<file path="src/cache_defs.svh">
`ifndef CACHE_DEFS_SVH
`define CACHE_DEFS_SVH

// ==========================================================================
// cache geometry
// ==========================================================================

`define CACHE_ADDR_BITS      16   // word address width
`define CACHE_DATA_BITS      32   // one data word

`define CACHE_INDEX_BITS     4    // selects one of the lines
`define CACHE_OFFSET_BITS    2    // word within a line

`define CACHE_NUM_LINES      16   // 2**index bits
`define CACHE_WORDS_PER_LINE 4    // 2**offset bits

// whatever is left of the address above index and offset
`define CACHE_TAG_BITS       10

`endif

</file>
<file path="src/cache_pkg.sv">
`include "cache_defs.svh"

package cache_pkg;

  // ==========================================================================
  // address and data types
  // ==========================================================================

  typedef logic [`CACHE_ADDR_BITS-1:0]   addr_t;    // word address
  typedef logic [`CACHE_DATA_BITS-1:0]   word_t;    // data word

  typedef logic [`CACHE_TAG_BITS-1:0]    tag_t;     // upper address bits
  typedef logic [`CACHE_INDEX_BITS-1:0]  index_t;   // line number
  typedef logic [`CACHE_OFFSET_BITS-1:0] offset_t;  // word in line

  // one tag store entry as read out for a lookup
  typedef struct packed {
    logic valid;  // line holds data
    logic dirty;  // line differs from main memory
    tag_t tag;    // address bits of the cached line
  } tag_entry_t;

endpackage

</file>
<file path="src/cache_ifs.sv">
`timescale 1ns/1ps

// ==========================================================================
// controller to tag store
// ==========================================================================

interface tag_port_if;
  import cache_pkg::*;

  index_t index;         // line to read or write
  tag_t   lookup_tag;    // compared against the stored tag
  logic   rd_en;         // start a lookup
  logic   wr_en;         // write the whole entry
  tag_t   wr_tag;
  logic   wr_valid;
  logic   wr_dirty;
  logic   clear_dirty;   // drop only the dirty bit of index
  logic   hit;           // valid and tags equal, one cycle after rd_en
  logic   victim_dirty;  // the line must be written back before reuse
  tag_t   victim_tag;    // tag of the line currently held

  modport ctrl (output index, lookup_tag, rd_en, wr_en, wr_tag, wr_valid, wr_dirty,
                output clear_dirty, input hit, victim_dirty, victim_tag);
  modport store (input index, lookup_tag, rd_en, wr_en, wr_tag, wr_valid, wr_dirty,
                 input clear_dirty, output hit, victim_dirty, victim_tag);
endinterface

// ==========================================================================
// controller to data store
// ==========================================================================

interface data_port_if;
  import cache_pkg::*;

  index_t  index;   // line
  offset_t offset;  // word in line
  logic    rd_en;   // rdata valid on the next cycle
  logic    wr_en;
  word_t   wdata;
  word_t   rdata;   // holds until the next rd_en

  modport ctrl (output index, offset, rd_en, wr_en, wdata, input rdata);
  modport store (input index, offset, rd_en, wr_en, wdata, output rdata);
endinterface

</file>
<file path="src/tag_store.sv">
`timescale 1ns/1ps

`include "cache_defs.svh"

module tag_store (
  input logic       clk,
  input logic       reset,
  tag_port_if.store tp
);
  import cache_pkg::*;

  localparam int NUM_LINES = `CACHE_NUM_LINES;

  tag_t                 tag_mem [NUM_LINES];  // tag per line
  logic [NUM_LINES-1:0] valid_bits;           // one per line
  logic [NUM_LINES-1:0] dirty_bits;
  tag_entry_t           rd_entry;             // entry captured by the last lookup
  tag_t                 rd_lookup;            // tag that lookup asked for

  // valid and dirty flags, cleared on reset
  always_ff @(posedge clk) begin
    if (reset) begin
      valid_bits <= '0;
      dirty_bits <= '0;
    end else if (tp.wr_en) begin
      valid_bits[tp.index] <= tp.wr_valid;
      dirty_bits[tp.index] <= tp.wr_dirty;
    end else if (tp.clear_dirty) begin
      dirty_bits[tp.index] <= 1'b0;          // line written back, data kept
    end
  end

  always_ff @(posedge clk) begin
    if (tp.wr_en) begin
      tag_mem[tp.index] <= tp.wr_tag;
    end
  end

  // ==========================================================================
  // lookup, one cycle
  // ==========================================================================

  always_ff @(posedge clk) begin
    if (tp.rd_en) begin
      rd_entry.valid <= valid_bits[tp.index];
      rd_entry.dirty <= dirty_bits[tp.index];
      rd_entry.tag   <= tag_mem[tp.index];
      rd_lookup      <= tp.lookup_tag;
    end
  end

  assign tp.hit          = rd_entry.valid && (rd_entry.tag == rd_lookup);
  assign tp.victim_dirty = rd_entry.valid && rd_entry.dirty;  // only valid lines spill
  assign tp.victim_tag   = rd_entry.tag;                      // write-back address upper part

endmodule

</file>
<file path="src/data_store.sv">
`timescale 1ns/1ps

`include "cache_defs.svh"

module data_store (
  input logic        clk,
  data_port_if.store dp
);
  import cache_pkg::*;

  localparam int NUM_WORDS = `CACHE_NUM_LINES * `CACHE_WORDS_PER_LINE;
  localparam int WADDR_BITS = $clog2(NUM_WORDS);

  word_t                 word_mem [NUM_WORDS];  // all lines, word by word
  logic [WADDR_BITS-1:0] word_addr;             // flat word index

  assign word_addr = {dp.index, dp.offset};    // line major, offset minor

  // write lands at the edge, visible to a read on the next cycle
  always_ff @(posedge clk) begin
    if (dp.wr_en) begin
      word_mem[word_addr] <= dp.wdata;
    end
  end

  // registered read, rdata keeps its value between reads
  always_ff @(posedge clk) begin
    if (dp.rd_en) begin
      dp.rdata <= word_mem[word_addr];
    end
  end

endmodule

</file>
<file path="src/cache_ctrl.sv">
`timescale 1ns/1ps

`include "cache_defs.svh"

module cache_ctrl (
  input  logic              clk,
  input  logic              reset,
  input  logic              flush,
  output logic              flush_done,
  input  logic              req_val,
  input  logic              req_write,
  input  cache_pkg::addr_t  req_addr,
  input  cache_pkg::word_t  req_wdata,
  output logic              req_rdy,
  output logic              resp_val,
  input  logic              resp_rdy,
  output cache_pkg::word_t  resp_rdata,
  output logic              mem_req_val,
  output logic              mem_req_write,
  output cache_pkg::addr_t  mem_req_addr,
  output cache_pkg::word_t  mem_req_wdata,
  input  logic              mem_req_rdy,
  input  logic              mem_resp_val,
  output logic              mem_resp_rdy,
  input  cache_pkg::word_t  mem_resp_rdata,
  tag_port_if.ctrl          tp,
  data_port_if.ctrl         dp
);
  import cache_pkg::*;

  localparam int OFF_BITS = `CACHE_OFFSET_BITS;
  localparam int IDX_BITS = `CACHE_INDEX_BITS;
  localparam int TAG_BITS = `CACHE_TAG_BITS;
  localparam int ADDR_BITS = `CACHE_ADDR_BITS;
  localparam logic [OFF_BITS:0] WORDS_CNT = `CACHE_WORDS_PER_LINE;
  localparam index_t LAST_LINE = index_t'(`CACHE_NUM_LINES - 1);

  typedef enum logic [2:0] {
    ST_IDLE,    // waiting for a request or flush
    ST_LOOKUP,  // store outputs valid, hit answers here
    ST_EV_RD,   // fetch word 0 of the victim
    ST_EV_WR,   // send victim words to memory
    ST_REFILL,  // four reads out, four responses in
    ST_REPLAY,  // look the request up again after refill
    ST_FL_RD,   // flush lookup of line fl_idx
    ST_FL_CHK   // dirty lines go to write-back
  } state_t;

  state_t            state;
  logic              req_write_q;   // accepted request
  addr_t             req_addr_q;
  word_t             req_wdata_q;
  logic              fl_mode;       // evict belongs to a flush walk
  index_t            fl_idx;        // line under flush
  offset_t           wb_cnt;        // write-back words sent
  logic [OFF_BITS:0] rf_sent;       // refill reads sent
  logic [OFF_BITS:0] rf_recv;       // refill responses taken

  tag_t    in_tag, req_tag;
  index_t  in_index, req_index, cur_index;
  offset_t in_offset, req_offset;
  logic    accept, fl_start, fl_adv, fl_last;
  logic    wr_hit, wb_fire, wb_last, rf_fire, rf_recv_fire, rf_last;

  // address fields of the incoming and of the held request
  assign in_tag     = req_addr[ADDR_BITS-1 -: TAG_BITS];
  assign in_index   = req_addr[OFF_BITS +: IDX_BITS];
  assign in_offset  = req_addr[OFF_BITS-1:0];
  assign req_tag    = req_addr_q[ADDR_BITS-1 -: TAG_BITS];
  assign req_index  = req_addr_q[OFF_BITS +: IDX_BITS];
  assign req_offset = req_addr_q[OFF_BITS-1:0];
  assign cur_index  = fl_mode ? fl_idx : req_index;  // line being evicted or refilled

  assign req_rdy      = (state == ST_IDLE) && !flush;
  assign accept       = req_val && req_rdy;
  assign fl_start     = (state == ST_IDLE) && flush && !flush_done;
  assign wr_hit       = (state == ST_LOOKUP) && tp.hit && req_write_q && resp_rdy;
  assign wb_fire      = (state == ST_EV_WR) && mem_req_rdy;
  assign wb_last      = wb_fire && (wb_cnt == offset_t'(WORDS_CNT - 1'b1));
  assign rf_fire      = (state == ST_REFILL) && mem_req_val && mem_req_rdy;
  assign rf_recv_fire = (state == ST_REFILL) && mem_resp_val;
  assign rf_last      = rf_recv_fire && (rf_recv == WORDS_CNT - 1'b1);
  assign fl_last      = (fl_idx == LAST_LINE);
  // a flushed line is finished when clean or after its fourth write
  assign fl_adv = ((state == ST_FL_CHK) && !tp.victim_dirty) || (wb_last && fl_mode);

  // ==========================================================================
  // store ports
  // ==========================================================================

  always_comb begin
    tp.index       = cur_index;
    tp.lookup_tag  = req_tag;
    tp.rd_en       = 1'b0;
    tp.wr_en       = 1'b0;
    tp.wr_tag      = req_tag;
    tp.wr_valid    = 1'b1;
    tp.wr_dirty    = wr_hit;                 // refill installs a clean line
    tp.clear_dirty = 1'b0;
    dp.index       = cur_index;
    dp.offset      = req_offset;
    dp.rd_en       = 1'b0;
    dp.wr_en       = 1'b0;
    dp.wdata       = req_wdata_q;
    case (state)
      ST_IDLE: begin
        tp.index      = in_index;            // look up straight from the port
        tp.lookup_tag = in_tag;
        tp.rd_en      = accept;
        dp.index      = in_index;
        dp.offset     = in_offset;
        dp.rd_en      = accept;
      end
      ST_LOOKUP: begin
        tp.wr_en = wr_hit;                   // write hit marks the line dirty
        dp.wr_en = wr_hit;
      end
      ST_EV_RD, ST_FL_RD: begin
        tp.rd_en  = (state == ST_FL_RD);
        dp.offset = '0;
        dp.rd_en  = 1'b1;
      end
      ST_EV_WR: begin
        dp.offset      = wb_cnt + offset_t'(1);  // prefetch the next word
        dp.rd_en       = wb_fire && !wb_last;
        tp.clear_dirty = wb_last && fl_mode;
      end
      ST_REFILL: begin
        dp.offset = rf_recv[OFF_BITS-1:0];   // responses come back in order
        dp.wr_en  = rf_recv_fire;
        dp.wdata  = mem_resp_rdata;
        tp.wr_en  = rf_last;
      end
      ST_REPLAY: begin
        tp.rd_en = 1'b1;
        dp.rd_en = 1'b1;
      end
      default: begin
      end
    endcase
  end

  // ==========================================================================
  // processor and memory sides
  // ==========================================================================

  assign resp_val   = (state == ST_LOOKUP) && tp.hit;
  assign resp_rdata = req_write_q ? '0 : dp.rdata;  // writes answer with zero

  assign mem_req_val   = (state == ST_EV_WR) || ((state == ST_REFILL) && (rf_sent != WORDS_CNT));
  assign mem_req_write = (state == ST_EV_WR);
  assign mem_req_addr  = (state == ST_EV_WR) ? {tp.victim_tag, cur_index, wb_cnt}
                                             : {req_tag, req_index, rf_sent[OFF_BITS-1:0]};
  assign mem_req_wdata = dp.rdata;           // victim word read the cycle before
  assign mem_resp_rdy  = (state == ST_REFILL);

  always_ff @(posedge clk) begin
    if (accept) begin
      req_write_q <= req_write;
      req_addr_q  <= req_addr;
      req_wdata_q <= req_wdata;
    end
  end

  always_ff @(posedge clk) begin
    if (reset) begin
      state      <= ST_IDLE;
      fl_mode    <= 1'b0;
      fl_idx     <= '0;
      wb_cnt     <= '0;
      rf_sent    <= '0;
      rf_recv    <= '0;
      flush_done <= 1'b0;
    end else begin
      if (!flush) flush_done <= 1'b0;        // done drops one cycle after flush
      if (state != ST_EV_WR) wb_cnt <= '0;
      if (state != ST_REFILL) begin
        rf_sent <= '0;
        rf_recv <= '0;
      end
      case (state)
        ST_IDLE: begin
          if (fl_start) begin
            fl_mode <= 1'b1;
            fl_idx  <= '0;
            state   <= ST_FL_RD;
          end else if (accept) begin
            state <= ST_LOOKUP;
          end
        end
        ST_LOOKUP: begin
          if (tp.hit) begin
            if (resp_rdy) state <= ST_IDLE;  // response held until taken
          end else begin
            state <= tp.victim_dirty ? ST_EV_RD : ST_REFILL;
          end
        end
        ST_EV_RD:  state <= ST_EV_WR;
        ST_EV_WR: begin
          if (wb_fire) wb_cnt <= wb_cnt + offset_t'(1);
          if (wb_last && !fl_mode) state <= ST_REFILL;
        end
        ST_REFILL: begin
          if (rf_fire) rf_sent <= rf_sent + 1'b1;
          if (rf_recv_fire) rf_recv <= rf_recv + 1'b1;
          if (rf_last) state <= ST_REPLAY;
        end
        ST_REPLAY: state <= ST_LOOKUP;
        ST_FL_RD:  state <= ST_FL_CHK;
        ST_FL_CHK: begin
          if (tp.victim_dirty) state <= ST_EV_WR;
        end
        default:   state <= ST_IDLE;
      endcase
      // move the flush walk on, overriding the case above
      if (fl_adv) begin
        if (fl_last) begin
          fl_mode    <= 1'b0;
          flush_done <= flush;
          state      <= ST_IDLE;
        end else begin
          fl_idx <= fl_idx + index_t'(1);
          state  <= ST_FL_RD;
        end
      end
    end
  end

endmodule

</file>
<file path="src/cache_top.sv">
`timescale 1ns/1ps

module cache_top (
  input  logic              clk,
  input  logic              reset,
  input  logic              flush,           // level, write back all dirty lines
  output logic              flush_done,
  // processor side
  input  logic              req_val,
  output logic              req_rdy,
  input  logic              req_write,
  input  cache_pkg::addr_t  req_addr,
  input  cache_pkg::word_t  req_wdata,
  output logic              resp_val,
  input  logic              resp_rdy,
  output cache_pkg::word_t  resp_rdata,
  // main memory side
  output logic              mem_req_val,
  input  logic              mem_req_rdy,
  output logic              mem_req_write,
  output cache_pkg::addr_t  mem_req_addr,
  output cache_pkg::word_t  mem_req_wdata,
  input  logic              mem_resp_val,
  output logic              mem_resp_rdy,
  input  cache_pkg::word_t  mem_resp_rdata
);

  tag_port_if  tp ();  // controller to tag store
  data_port_if dp ();  // controller to data store

  tag_store u_tag_store (
    .clk   (clk),
    .reset (reset),
    .tp    (tp.store)
  );

  data_store u_data_store (
    .clk (clk),
    .dp  (dp.store)
  );

  cache_ctrl u_ctrl (
    .clk            (clk),
    .reset          (reset),
    .flush          (flush),
    .flush_done     (flush_done),
    .req_val        (req_val),
    .req_write      (req_write),
    .req_addr       (req_addr),
    .req_wdata      (req_wdata),
    .req_rdy        (req_rdy),
    .resp_val       (resp_val),
    .resp_rdy       (resp_rdy),
    .resp_rdata     (resp_rdata),
    .mem_req_val    (mem_req_val),
    .mem_req_write  (mem_req_write),
    .mem_req_addr   (mem_req_addr),
    .mem_req_wdata  (mem_req_wdata),
    .mem_req_rdy    (mem_req_rdy),
    .mem_resp_val   (mem_resp_val),
    .mem_resp_rdy   (mem_resp_rdy),
    .mem_resp_rdata (mem_resp_rdata),
    .tp             (tp.ctrl),
    .dp             (dp.ctrl)
  );

endmodule

</file>
<file path="config.mk">
export PLATFORM = sky130hd
export DESIGN_NAME = cache_top
export DESIGN_NICKNAME = d
export VERILOG_FILES = /design/src/cache_pkg.sv /design/src/cache_ifs.sv /design/src/tag_store.sv /design/src/data_store.sv /design/src/cache_ctrl.sv /design/src/cache_top.sv
export VERILOG_INCLUDE_DIRS = /design/src
export SDC_FILE = /design/constraint.sdc
export NUM_CORES = 2
export LEC_CHECK = 0
export ABC_AREA = 1
export BUFFER_PORTS_ARGS = -buffer_cell sky130_fd_sc_hd__buf_2
export CORE_AREA = 3 3 642 644
export DETAILED_ROUTE_END_ITERATION = 16
export DIE_AREA = 0 0 645 647
export GPL_TIMING_DRIVEN = 0
export REMOVE_ABC_BUFFERS = 1
export SYNTH_ARGS = -nofsm -noshare
export SYNTH_HDL_FRONTEND = slang
export SYNTH_SLANG_ARGS = --single-unit
</file>
<file path="constraint.sdc">
create_clock -name clk -period 4.6 [get_ports clk]
set_input_delay 0.46 -clock clk [delete_from_list [all_inputs] [get_ports clk]]
set_output_delay 0.46 -clock clk [all_outputs]
set_load 0.02 [all_outputs]
</file>
==> metrics.cfg <==
[setup_path]
critPathLaunchType = flop
end_kind = flop
r2r-start = u_ctrl.state[0]
crit_start = u_ctrl.state[0]
worstReg2RegEnd = u_data_store.dp.rdata[23]
critical_path_depth = 21
cp.arrival_ns = 5.07
ff2ff_setup_slack_ns = 0.1
critPathMaxFanout = 41
cp_common_cell = nand2_1
required_ns = 5.17
worstSetupPathType = reg -> reg
worstPathCellList = nand2_1 > nor2_4 > nand2_1 > nand2_1 > o21ai_4 > buf_12 > buf_12 > buf_12 > buf_12 > buf_16 > buf_12 > inv_16 > buf_16 > buf_16 > nand2_1 > nand3_1 > nand2_1 > o21ai_1 > nand2_2 > nor2_1 > nand2_1
path_buf_inv = 9
cp-endpoint = u_data_store.dp.rdata[23]
reg2reg_depth = 21
critPathTopFamily = buffers and inverters
slowest_delay_ns = 0.44
crit_path_top_delay_cell = dfxtp_2

[synth]
async_reset_ff_share_pct = 0
yosys.area.top_type = edfxtp_1
yosysTopAreaCellShare_pct = 68.2
synth-warning-count = 0
ys_ff_latch = 2360
synth_ff_type = edfxtp_1
synth_cell_type_count = 36
synth_seq_area_share_pct = 69.2
avgSynthCellArea_sq_um = 11.0
synth_cells = 9252
synth_edf_count = 2311
synth_area_leaders = edfxtp_1 68%, nand2_1 8.6%, nand3_1 5.8%
post_synth_instance_area_sq_um = 102000

[detailed_routing]
first_pass_iters = 6
viasPerCell = 4.48
drt-total-wl_mm = 295
initialDrtViolationCount = 7236
vias = 68058
routedWlPerCell_um = 19.4
ant_nets = 0
route.detailed.drc = 0

[floorplan]
dieArea_sq_um = 417000
die_h_um = 647
start_util_pct = 25.0
fp.dieW_um = 645
pin_count = 174
std_cell_rows = 234
core-area_sq_um = 406000

[run_status]
status = finished clean

[sta]
worst_slew_pin_slew_ns = 0.981
hold_viol = 0
setup_viol = 0
period_share_pct = 97.9
fmax_mhz = 222
fin_crit_ns = 4.50
slew_headroom_pct = 34.6
finalClockSkew_ns = 0.0676
hold_ws_ns = 0.139
drv_slew = 0

[global_route]
gr-total-overflow = 0
antenna_found_initial = 4
grt_max_degree = 77
grt_pass1_wl_mm = 426
grt_pass1_vias = 63388
grt_use_total_pct = 13.5

[finish]
syn2layout_area_growth_pct = 20.0
final_common_cell = edfxtp_1
regArea_sq_um = 70400
drive_gt1_share_pct = 10.5
nets = 9656
nFillCells = 40751
multi_input_area_sq_um = 23900
fin_cells = 15180
final_cell_mix = 2311 x edfxtp_1, 2289 x nand2_1, 1502 x inv_1, 1170 x nand3_1, 642 x nand3b_1

[power]
leakage_nw = 48.4
peakVddDrop_mv = 0.791
powerDensity_nw_per_um2 = 610

[clock_tree]
cts_buffers = 233
cts.path.max_buffers = 4
clockRootBuffer = clkbuf_16
cts.clk_slew.worst_paths_ns = 0.07
cts.sinks = 2360
clock_latency_ns = 0.91
cts_max_level = 4
cts_tree = built

[place]
dpl.hpwl_mm = 173
io_buffers = 173
gp_congestion = 0.775
dp_cells = 14585

[worst_hold_path]
hold_path_depth = 2
min_path_type = in -> reg

[flow_run]
maxCapViolCount = 0

[layer usage]
metal | track usage [%] | vias to the layer above | wire (um)
li1 | - | 31429 | -
met1 | 17.7 | 33269 | 121000
met2 | 22.6 | 2830 | 140000
met3 | 1.97 | 530 | 23600
met4 | 4.94 | 0 | 10500
met5 | 0 | - | 0
[final cells by class]
| class | instances | area share (%) |
|---|---|---|
| clock inverter | 132 | 0.931 |
| tap | 5428 | 5.57 |
| timing repair inverter | 1 | 0.00718 |
| multi-input combinational | 4860 | 19.6 |
| antenna | 4 | 0.00820 |
| clock buffer | 289 | 5.04 |
| timing repair buffer | 568 | 6.38 |
| inverter | 1538 | 4.77 |
| sequential | 2360 | 57.7 |
[where the power goes]
part / total (W) / switching, W / internal, W
Clock: 0.0186 / 0.00811 / 0.0104
Combinational: 0.0293 / 0.0207 / 0.00857
Sequential: 0.0265 / 0.000306 / 0.0262
Total: 0.0744 / 0.0292 / 0.0452
[logic make-up after synthesis]
logic type / count (synthesis) / synth area share (%)
AOI/OAI and AO/OA: 415 / 2.31
xor gates and xnor gates: 7 / 0.0603
adders and majority gates: 6 / 0.0738
buffers and inverters: 2039 / 8.06
DFF: 2360 / 69.2
and+or+nand+nor: 4425 / 20.3
[stage by stage]
step                setup TNS, ns  setup slack (ns)  total power, W  area, sq um  utilization, %
floorplan                       -            -53.57          0.0424        99300               -
global placement                -           -167.10          0.0486       107000            26.3
detailed placement       -2869.61             -1.88          0.0552       113000            27.7
CTS                             0           0.00351          0.0743       122000            29.9
global route              -0.0211           -0.0177          0.0779       122000            30.0
finish                          0            0.0955          0.0744       122000            30.0
[worst min path at each step]
stage / from / endpoint / slack, ns
floorplan: u_ctrl.rf_sent[2] / u_ctrl.rf_sent[2] / 0.42
global placement: u_ctrl.rf_sent[2] / u_ctrl.rf_sent[2] / 0.44
detailed placement: u_ctrl.rf_sent[2] / u_ctrl.rf_sent[2] / 0.45
CTS: reset / u_tag_store.valid_bits[0] / 0.07
global route: reset / u_tag_store.valid_bits[10] / 0.16
finish: reset / u_tag_store.valid_bits[0] / 0.14
[synthesized netlist by cell type, types with 5 or more instances]
master    count
buf_2       380
a21oi_1      27
nor2_1      227
o21ai_1     240
buf_4        16
o21ai_0      40
inv_2        17
inv_1      1518
xor2_1        5
nand3_1    1171
nand4_1      20
nor3_1        6
ha_1          6
nand2_1    2336
clkbuf_1     96
a22oi_1      96
nor2_2       11
buf_1         8
dfxtp_1      49
edfxtp_1   2311
nand3b_1    642
[state kept, by name, indices dropped and copies added (netlist names), 3 cells and up]
signal and count:
u_data_store.word_mem 2048, u_tag_store.tag_mem 160, u_ctrl.req_wdata_q 32, u_data_store.dp.rdata 32
u_ctrl.req_addr_q 16, u_tag_store.dirty_bits 16, u_tag_store.valid_bits 16, u_tag_store.rd_lookup 10
u_tag_store.tp.victim_tag 10, u_ctrl.fl_idx 4, u_ctrl.rf_recv 3, u_ctrl.rf_sent 3
u_ctrl.state 3
[timing repair]
item                       in CTS  in global routing
gates resized for setup        50                 13
buffers inserted               86                 17
setup endpoints to repair    3006                292
hold endpoints to repair       68                  0
pin swaps                      49                  7
cloned                         10                  4
hold buffers                   53                  0
Note: power is estimated with default switching activity, not from simulation.
